===== config.mk =====
export PLATFORM = sky130hd
export DESIGN_NAME = umi_endpoint
export DESIGN_NICKNAME = d
export VERILOG_FILES = /design/src/logic/umi_pkg.sv /design/src/logic/umi_endpoint.sv
export VERILOG_INCLUDE_DIRS = /design/src /design/src/logic
export SDC_FILE = /design/constraint.sdc
export NUM_CORES = 1
export LEC_CHECK = 0
export BUFFER_PORTS_ARGS = -buffer_cell sky130_fd_sc_hd__clkbuf_2
export CORE_AREA = 4 4 182 184
export CTS_BUF_LIST = sky130_fd_sc_hd__clkbuf_4 sky130_fd_sc_hd__clkbuf_8
export CTS_CLUSTER_SIZE = 10
export DETAILED_ROUTE_END_ITERATION = 7
export DIE_AREA = 0 0 186 188
export GPL_TIMING_DRIVEN = 0
export HOLD_SLACK_MARGIN = 0.02
export SYNTH_ARGS = -nofsm -noshare
export SYNTH_HDL_FRONTEND = slang
export SYNTH_SLANG_ARGS = --single-unit

===== constraint.sdc =====
create_clock -name clk -period 6 [get_ports clk]
set_clock_uncertainty 0.1 [all_clocks]
set_input_delay 1.2 -clock clk [delete_from_list [all_inputs] [get_ports clk]]
set_output_delay 1.2 -clock clk [all_outputs]
set_load 0.005 [all_outputs]

===== src/logic/umi_consts.svh =====
`ifndef UMI_CONSTS_SVH
`define UMI_CONSTS_SVH

//############################################################
// Link widths
//############################################################
`define UMI_CW 32                 // Command word
`define UMI_AW 32                 // Address
`define UMI_DW 64                 // Data beat

// Local memory geometry
`define UMI_MEM_DEPTH 64          // Words
`define UMI_MEM_AW 6              // Word address bits, dstaddr[8:3]

//############################################################
// Opcodes
//############################################################
// Requests are odd
`define UMI_REQ_READ 5'd1
`define UMI_REQ_WRITE 5'd3
`define UMI_REQ_POSTED 5'd5
`define UMI_REQ_ATOMIC 5'd9
// Responses are even
`define UMI_RESP_READ 5'd2
`define UMI_RESP_WRITE 5'd4

// Atomic kinds, carried in the len field
`define UMI_ATYPE_ADD 8'd0
`define UMI_ATYPE_SWAP 8'd1

// Error field codes
`define UMI_ERR_NONE 2'd0
`define UMI_ERR_DEV 2'd3

`endif


===== src/logic/umi_pkg.sv =====
`default_nettype none

package umi_pkg;

   // Plain command layout, msb first
   typedef struct packed {
      logic [2:0] spare;      // [31:29]
      logic [1:0] err;        // [28:27]
      logic [1:0] user;       // [26:25]
      logic       ex;         // [24]
      logic       eof;        // [23]
      logic       eom;        // [22]
      logic [1:0] prot;       // [21:20]
      logic [3:0] qos;        // [19:16]
      logic [7:0] len;        // [15:8] beats minus one
      logic [2:0] size;       // [7:5] 2^size bytes
      logic [4:0] opcode;     // [4:0]
   } umi_std_t;

   // Atomic layout, len slot holds the operation
   typedef struct packed {
      logic [2:0] spare;
      logic [1:0] err;
      logic [1:0] user;
      logic       ex;
      logic       eof;
      logic       eom;
      logic [1:0] prot;
      logic [3:0] qos;
      logic [7:0] atype;      // Add, swap, ...
      logic [2:0] size;
      logic [4:0] opcode;
   } umi_amo_t;

   // One command word, two readings
   typedef union packed {
      umi_std_t std;
      umi_amo_t amo;
   } umi_cmd_u;

   // Request class after decode
   typedef enum logic [2:0] {CLS_READ, CLS_WRITE, CLS_POSTED, CLS_ATOMIC, CLS_ERROR} umi_class_e;

   // Supported atomics
   typedef enum logic {AMO_ADD, AMO_SWAP} umi_amo_e;

endpackage

`default_nettype wire


===== src/logic/umi_endpoint.sv =====
`default_nettype none
`timescale 1ns/10ps

`include "umi_consts.svh"

module umi_endpoint
   import umi_pkg::*;
   (
   input  logic                   clk,
   input  logic                   nreset,
   // Device port, request side
   input  logic                   req_valid,
   input  umi_cmd_u               req_cmd,
   input  logic [`UMI_AW-1:0]     req_dstaddr,
   input  logic [`UMI_AW-1:0]     req_srcaddr,
   input  logic [`UMI_DW-1:0]     req_data,
   output logic                   req_ready,
   // Device port, response side
   output logic                   resp_valid,
   output umi_cmd_u               resp_cmd,
   output logic [`UMI_AW-1:0]     resp_dstaddr,
   output logic [`UMI_AW-1:0]     resp_srcaddr,
   output logic [`UMI_DW-1:0]     resp_data,
   input  logic                   resp_ready,
   // From decoder
   input  umi_class_e             cls,
   input  umi_amo_e               amo,
   input  logic [2:0]             size,
   // To memory
   output logic [`UMI_MEM_AW-1:0] mem_addr,
   output logic                   mem_write,
   output logic                   mem_read,
   output logic                   mem_atomic,
   output umi_amo_e               mem_amo,
   output logic [2:0]             mem_size,
   output logic [`UMI_DW-1:0]     mem_wrdata,
   // From memory
   input  logic [`UMI_DW-1:0]     mem_rddata
   );

   logic                xfer;          // Request handshake this cycle
   logic                needs_resp;    // Everything but posted writes answers
   logic                load;          // Capture a new response
   logic                rd_sel;        // Response carries memory data
   logic                resp_fresh;    // First cycle of a response
   logic [`UMI_DW-1:0]  data_hold;     // Read data kept across stalls
   umi_cmd_u            cmd_next;

   //############################################################
   // Request side
   //############################################################
   // Stall only while a held response is refused
   assign req_ready  = ~resp_valid | resp_ready;
   assign xfer       = req_valid & req_ready;
   assign needs_resp = (cls != CLS_POSTED);
   assign load       = xfer & needs_resp;

   // Memory strobes, one cycle wide
   assign mem_write  = xfer & ((cls == CLS_WRITE) | (cls == CLS_POSTED));
   assign mem_read   = xfer & (cls == CLS_READ);
   assign mem_atomic = xfer & (cls == CLS_ATOMIC);
   assign mem_addr   = req_dstaddr[`UMI_MEM_AW+2:3];   // Word index
   assign mem_amo    = amo;
   assign mem_size   = size;
   assign mem_wrdata = req_data;

   //############################################################
   // Response build
   //############################################################
   always_comb
   begin
      cmd_next = req_cmd;                             // Copy all std fields
      if ((cls == CLS_READ) || (cls == CLS_ATOMIC))
         cmd_next.std.opcode = `UMI_RESP_READ;
      else
         cmd_next.std.opcode = `UMI_RESP_WRITE;       // Writes and errors
      cmd_next.std.err = (cls == CLS_ERROR) ? `UMI_ERR_DEV : `UMI_ERR_NONE;
   end

   // Valid and data select
   always_ff @(posedge clk or negedge nreset)
   begin
      if (!nreset)
      begin
         resp_valid <= 1'b0;
         resp_fresh <= 1'b0;
         rd_sel     <= 1'b0;
      end
      else
      begin
         if (load)
            resp_valid <= 1'b1;
         else if (resp_ready)
            resp_valid <= 1'b0;                       // Delivered, nothing new
         resp_fresh <= load;
         if (load)
            rd_sel <= (cls == CLS_READ) | (cls == CLS_ATOMIC);
      end
   end

   // Header fields, addresses swapped
   always_ff @(posedge clk)
   begin
      if (load)
      begin
         resp_cmd     <= cmd_next;
         resp_dstaddr <= req_srcaddr;
         resp_srcaddr <= req_dstaddr;
      end
   end

   // Memory data is only valid in the first cycle
   always_ff @(posedge clk)
   begin
      if (resp_fresh)
         data_hold <= resp_data;
   end

   always_comb
   begin
      if (resp_fresh)
         resp_data = rd_sel ? mem_rddata : '0;
      else
         resp_data = data_hold;
   end

   //############################################################
   // Checks
   //############################################################
   // No response is withdrawn before the host takes it
   assert property (@(posedge clk) disable iff (!nreset)
      resp_valid && !resp_ready |=> resp_valid)
      else $error("umi_endpoint: resp_valid dropped without transfer");

   // Held response does not change
   assert property (@(posedge clk) disable iff (!nreset)
      resp_valid && !resp_ready |=> $stable(resp_cmd) && $stable(resp_dstaddr)
                                    && $stable(resp_srcaddr) && $stable(resp_data))
      else $error("umi_endpoint: response fields changed while stalled");

endmodule

`default_nettype wire


==> results.py, run 1 <==
metrics = {
    "power": {
        "power_frac_seq_pct": 53.2,
        "switching_share_pct": 26.9,
        "p_sw_uw": 680,
        "powerDensity_nw_per_um2": 270,
        "p_leak_nw": 4.39,
        "vdd_drop_max_uv": 253,
        "combPwrFrac_pct": 14.9,
        "p_int_mw": 1.85,
        "power_mw": 2.53,
        "pwr-share-clk_pct": 31.9,
    },
    "global_route": {
        "grt-busiest-layer": "met2",
        "grt_overflow_total": 0,
        "use_met1_pct": 11.1,
        "grt_util_met3_pct": 5.94,
        "grt_pass1_wl_um": 28700,
        "grt_max_degree": 47,
        "antenna_found_initial": 2,
        "grtUsageMet2_pct": 19.9,
        "grt_usage_pct": 11.1,
        "grt_pass1_vias": 4927,
    },
    "synth": {
        "synth_area_per_cell_sq_um": 13.8,
        "yosys_most_used_dff": "edfxtp_1",
        "synth_area_sq_um": 6410,
        "synth.distinct_cells": 25,
        "ys_ff_latch": 159,
        "yosys.area.top_type": "edfxtp_1",
        "synthesis.instances": 464,
        "postSynth.asyncResetShare_pct": 1.89,
        "yosysSeqAreaShare_pct": 74.2,
        "synthTopCellsByArea": "edfxtp_1 (73%), buf_4 (9.1%), inv_1 (3.9%)",
        "synth_top_area_share_pct": 73.1,
        "ys.warnings.count": 0,
        "synth_edf_count": 156,
    },
    "routing": {
        "vias": 4744,
        "first_pass_iters": 4,
        "wl_um": 20100,
        "dr.first_iter.drc_count": 160,
        "ant_nets": 0,
        "route.detailed.drc": 0,
        "routed_via_density": 3.65,
        "wl_per_cell_um": 15.5,
    },
    "final_layout": {
        "antenna_cells": 0,
        "fill_cells": 3314,
        "stdcell_area_sq_um": 9380,
        "fin_util_pct": 29.9,
        "layout_common_cells": "clkbuf_2 (396), edfxtp_1 (156), buf_4 (78), inv_1 (66), nand2_1 (66)",
        "fin_nets": 1119,
        "layout-drive-gt1-share_pct": 58.1,
        "final_common_cell": "clkbuf_2",
        "area_growth_pct": 46.3,
    },
    "timing": {
        "drv_slew": 0,
        "setup_viol": 0,
        "fin_crit_sh_pct": 63.4,
        "fmax_mhz": 263,
        "hold_violations": 0,
        "rsz0062_at_grt": "no",
        "tns_ps": 0,
        "timing.final.crit_period_ps": 3800,
    },
    "clock_tree": {
        "ctsResizeCount": 0,
        "cts_hold_buf": 0,
        "cts-root-buf": "clkbuf_8",
        "clk_pin_slew_worst_paths_ps": 90,
        "cts_tree": "built",
        "clock_latency_ps": 460,
        "post_cts_buffers": 0,
        "htree_levels": 4,
        "clock_sinks": 159,
        "cts_buffers": 17,
        "clk_path_buf_depth": 2,
    },
    "setup_path": {
        "reg2regPathDepth": 4,
        "cp.arrival_ps": 2500,
        "cp_max_fo": 46,
        "end_kind": "output port",
        "timing.rr.start": "resp_fresh",
        "critPathKind": "reg -> out",
        "r2r-end": "data_hold[24]",
        "start_kind": "flip-flop",
        "worstPathRequired_ps": 4700,
        "ff2ff_setup_slack_ps": 3790,
    },
    "placed_design": {
        "routabilityCongestion": 0.748,
        "hpwl_um": 16400,
        "io_buffer_count": 395,
        "dpl_cell_area_sq_um": 9000,
    },
    "worst_hold_path": {
        "hp-class": "in -> async",
    },
    "floorplanning": {
        "fp.dieW_um": 186,
        "dieArea_sq_um": 35000,
        "rows": 65,
        "start_util_pct": 20.4,
        "die_h_um": 188,
        "ios": 474,
        "core_area_sq_um": 31400,
    },
    "run_status": {
        "status": "finished clean",
    },
    "flow_run": {
        "cap_viol_max_count": 0,
    },
}
==> synth_stat cells, types with 2 or more instances <==
| library cell | n |
|---|---|
| o21ai_0 | 38 |
| edfxtp_1 | 156 |
| nor2_1 | 2 |
| buf_8 | 6 |
| dfrtp_1 | 3 |
| nor3_1 | 2 |
| inv_1 | 66 |
| buf_4 | 78 |
| clkbuf_1 | 5 |
| nand2_1 | 66 |
| nand2b_1 | 3 |
| o21ai_1 | 26 |
==> power groups by stage <==
| stage | Sequential [mW] | Combinational [mW] | Clock, mW |
|---|---|---|---|
| final | 1.34 | 0.377 | 0.807 |
| after global routing | 1.35 | 0.421 | 0.896 |
| after CTS | 1.35 | 0.390 | 0.852 |
| after detailed placement | 1.37 | 0.389 | 0 |
| after global placement | 1.38 | 0.365 | 0 |
| after floorplan | 1.38 | 0.149 | 0 |
==> how the worst max path moves through the flow <==
| stage | slack [ps] | depth (start not counted) | start | end |
|---|---|---|---|---|
| floorplan | 1550 | 3 | resp_ready | resp_cmd[10] |
| global placement | 250 | 4 | resp_ready | resp_dstaddr[19] |
| detailed placement | 2580 | 8 | resp_fresh | resp_data[15] |
| CTS | 2010 | 8 | resp_fresh | resp_data[41] |
| global route | 1940 | 5 | resp_fresh | resp_data[25] |
| finish | 2200 | 8 | resp_fresh | resp_data[15] |
==> worst max-delay path, cell delays in order, from the launching register on <==
cell and delay (ps):
dfrtp_4 680, buf_16 270, buf_6 210, and2_4 170, buf_12 150, buf_8 140
nand2_1 50, o21ai_0 120, clkbuf_2 190
==> per-layer routing <==
metal	wire length (um)	vias to the layer above
met2	10600	236
met4	281	4
met1	7050	2145
li1	-	2338
met5	21	-
met3	2100	21
==> sequential cells by signal, indices dropped and copies added (netlist names) <==
register / count
data_hold: 64
rd_sel: 1
resp_cmd: 28
resp_dstaddr: 32
resp_fresh: 1
resp_srcaddr: 32
resp_valid: 1
==> kinds of logic after synthesis <==
group / synth area share, %
DFF: 74.2
buffers and inverters: 15.3
and+or+nand+nor: 4.96
AOI/OAI and AO/OA: 5.35
xor gates and xnor gates: 0.137
other: 0.0585
==> cell type report <==
type                       count  area [sq um]  share of cell area (%)
multi-input combinational    149           688                    7.34
sequential                   159          4760                    50.8
buffer                        92           731                    7.79
timing repair buffer         399          2060                    22.0
tap                          402           503                    5.36
clock buffer                  17           234                    2.49
inverter                      66           248                    2.64
clock inverter                15           149                    1.59
==> stage by stage <==
step	std cells	worst slack [ps]	hold slack (ps)
3_3_place_gp	1263	246	448
2_1_floorplan	466	1550	383
4_1_cts	1299	2010	356
5_1_grt	1299	1940	343
6_report	1299	2200	412
3_5_place_dp	1267	2580	447
(Power assumes the default switching activity.)
==> inputs of run 2 (changes only) <==
--- a/config.mk
+++ b/config.mk
@@ -7,11 +7,11 @@
 export NUM_CORES = 1
 export LEC_CHECK = 0
 export BUFFER_PORTS_ARGS = -buffer_cell sky130_fd_sc_hd__clkbuf_2
-export CORE_AREA = 4 4 182 184
+export CORE_AREA = 4 4 180 182
 export CTS_BUF_LIST = sky130_fd_sc_hd__clkbuf_4 sky130_fd_sc_hd__clkbuf_8
 export CTS_CLUSTER_SIZE = 10
 export DETAILED_ROUTE_END_ITERATION = 7
-export DIE_AREA = 0 0 186 188
+export DIE_AREA = 0 0 184 186
 export GPL_TIMING_DRIVEN = 0
 export HOLD_SLACK_MARGIN = 0.02
 export SYNTH_ARGS = -nofsm -noshare
==> constraint.sdc (replaced) <==
create_clock -name clk -period 3.24 [get_ports clk]
set_clock_uncertainty 0.1 [all_clocks]
set_input_delay 0.648 -clock clk [delete_from_list [all_inputs] [get_ports clk]]
set_output_delay 0.648 -clock clk [all_outputs]
set_load 0.005 [all_outputs]
==> run 2 against run 1 <==
Final area increased by 0.45%. Critical path depth decreased by 1. Clock-buffer cell count unchanged. Final cell count decreased by 0.31%. Register-to-register slack got worse by 2800 ps. Critical endpoint is now resp_data[33]. Non-clock buffer count increased by 2. Combinational power increased by 85%. Highest routed layer unchanged. Global-route usage increased by 0.30 points. Wire length increased by 0.58%. First-iteration DRC count increased by 19%.
==> results.py, run 2 (synthesis results as in run 1) <==
metrics = {
    "run_status": {
        "status": "finished clean",
    },
    "timing": {
        "slew_headroom_pct": 58.3,
        "fin_crit_sh_pct": 90.0,
        "fmax_mhz": 343,
        "worstMarginPinSlew_ps": 623,
        "timing.final.crit_period_ps": 2920,
        "rsz0062_at_grt": "no",
        "drv_slew": 0,
        "hold_violations": 0,
        "worst_hold_slack_ps": 262,
        "tns_ps": 0,
        "setup_viol": 0,
    },
    "routing": {
        "wl_um": 20200,
        "route.detailed.drc": 0,
        "vias": 4728,
        "dr.first_iter.drc_count": 191,
        "first_pass_iters": 4,
        "ant_nets": 0,
        "wl_per_cell_um": 15.6,
        "routed_via_density": 3.65,
    },
    "setup_path": {
        "critPathKind": "reg -> out",
        "cp.arrival_ps": 2170,
        "critical-path-slowest-cell": "dfrtp_4",
        "worstPathCellList": "buf_6 > and2_4 > buf_12 > buf_8 > nand2_1 > o21ai_0 > clkbuf_2",
        "worstPathRequired_ps": 2490,
        "ff2ff_setup_slack_ps": 1000,
        "cp_max_fo": 19,
        "end_kind": "output port",
        "start_kind": "flip-flop",
        "critPathMaxStageDelay_ps": 610,
    },
    "floorplanning": {
        "dieArea_sq_um": 34200,
        "core_area_sq_um": 30600,
        "fp.dieW_um": 184,
        "die_h_um": 186,
        "ios": 474,
        "start_util_pct": 21.0,
        "rows": 64,
    },
    "clock_tree": {
        "cts-root-buf": "clkbuf_8",
        "clock_latency_ps": 450,
        "cts_buffers": 17,
        "clk_pin_slew_worst_paths_ps": 100,
        "htree_levels": 4,
        "clk_path_buf_depth": 2,
        "cts_tree": "built",
        "clock_sinks": 159,
        "ctsResizeCount": 0,
    },
    "final_layout": {
        "final_common_cell": "clkbuf_2",
        "top_regs": "data_hold: 64 flops, resp_dstaddr: 32 flops, resp_srcaddr: 32 flops",
        "layout_common_cells": "clkbuf_2 (396), edfxtp_1 (156), buf_4 (78), inv_1 (66), nand2_1 (66)",
        "fill_cells": 3160,
        "antenna_cells": 0,
        "seqCellArea_sq_um": 4760,
        "area_growth_pct": 47.0,
        "fin_nets": 1121,
        "multiInputGateArea_sq_um": 688,
        "regMostFlops": "data_hold",
        "layout-drive-gt1-share_pct": 58.1,
        "largest_reg_flops": 64,
    },
    "power": {
        "powerDensity_nw_per_um2": 503,
        "vdd_drop_max_uv": 238,
        "p_leak_nw": 4.41,
    },
    "global_route": {
        "grt_pass1_wl_um": 28600,
        "grt_max_degree": 34,
        "grt_overflow_total": 0,
        "grt_usage_pct": 11.4,
        "antenna_found_initial": 2,
        "grt_pass1_vias": 4739,
    },
    "placed_design": {
        "routabilityCongestion": 0.748,
        "io_buffer_count": 395,
        "hpwl_um": 16600,
    },
    "worst_hold_path": {
        "hp-class": "in -> reg",
    },
    "flow_run": {
        "cap_viol_max_count": 0,
    },
}
[run 2: report_power, final]
| group | switching [mW] | leakage (nW) | internal, mW |
|---|---|---|---|
| Combinational | 0.351 | 2.68 | 0.348 |
| Clock | 0.837 | 0.202 | 0.714 |
| Sequential | 0.0470 | 1.52 | 2.44 |
[run 2: path summary, 6_finish.rpt]
check                                     start                to  cells after the start
worst min-delay path            req_srcaddr[17]  resp_dstaddr[17]                      1
worst max register to register       resp_valid      resp_cmd[21]                      5
max in group asynchronous                nreset        resp_fresh                      2
worst max-delay path                 resp_fresh     resp_data[33]                      7
worst min register to register    data_hold[47]     data_hold[47]                      2
min in group asynchronous                nreset            rd_sel                      2
[run 2: timing repair]
action,CTS,global route
hold buffers,1,0
endpoints found under the setup margin,64,0
buffers inserted,2,0
hold endpoints to repair,3,0
[run 2: worst max-delay path: cells and delay by family, from the launching register on]
family / cells / cell delay, ps
simple gates: 2 / 300
flops: 1 / 610
compound gates: 1 / 140
buf+inv: 4 / 650
[run 2: layout make-up]
| cell class | count | area share, % |
|---|---|---|
| clock inverter | 15 | 1.85 |
| clock buffer | 17 | 2.48 |
| timing repair buffer | 401 | 22.2 |
| multi-input combinational | 149 | 7.30 |
| sequential | 159 | 50.6 |
| inverter | 66 | 2.63 |
| buffer | 92 | 7.75 |
| tap | 396 | 5.26 |
[run 2: per-stage QoR]
step                instances  instance area, sq um  utilization (%)  total power [mW]  worst slack (ps)
floorplan                 466                  6430                -              2.83              51.9
global placement         1257                  8900             29.1              3.23             -1200
detailed placement       1260                  8970             29.3              3.25               159
CTS                      1295                  9420             30.8              4.87               140
global route             1295                  9420             30.8              5.03              93.0
finish                   1295                  9420             30.8              4.74               323
[run 2: routing by layer]
| layer | vias up | track usage (%) | part of all wire [%] | routed length, um |
|---|---|---|---|---|
| met5 | - | 0 | 0.099 | 20 |
| li1 | 2329 | - | - | - |
| met4 | 2 | 3.43 | 1.3 | 255 |
| met2 | 265 | 20.3 | 52 | 10600 |
| met1 | 2116 | 11.7 | 35 | 7000 |
| met3 | 16 | 5.65 | 12 | 2360 |
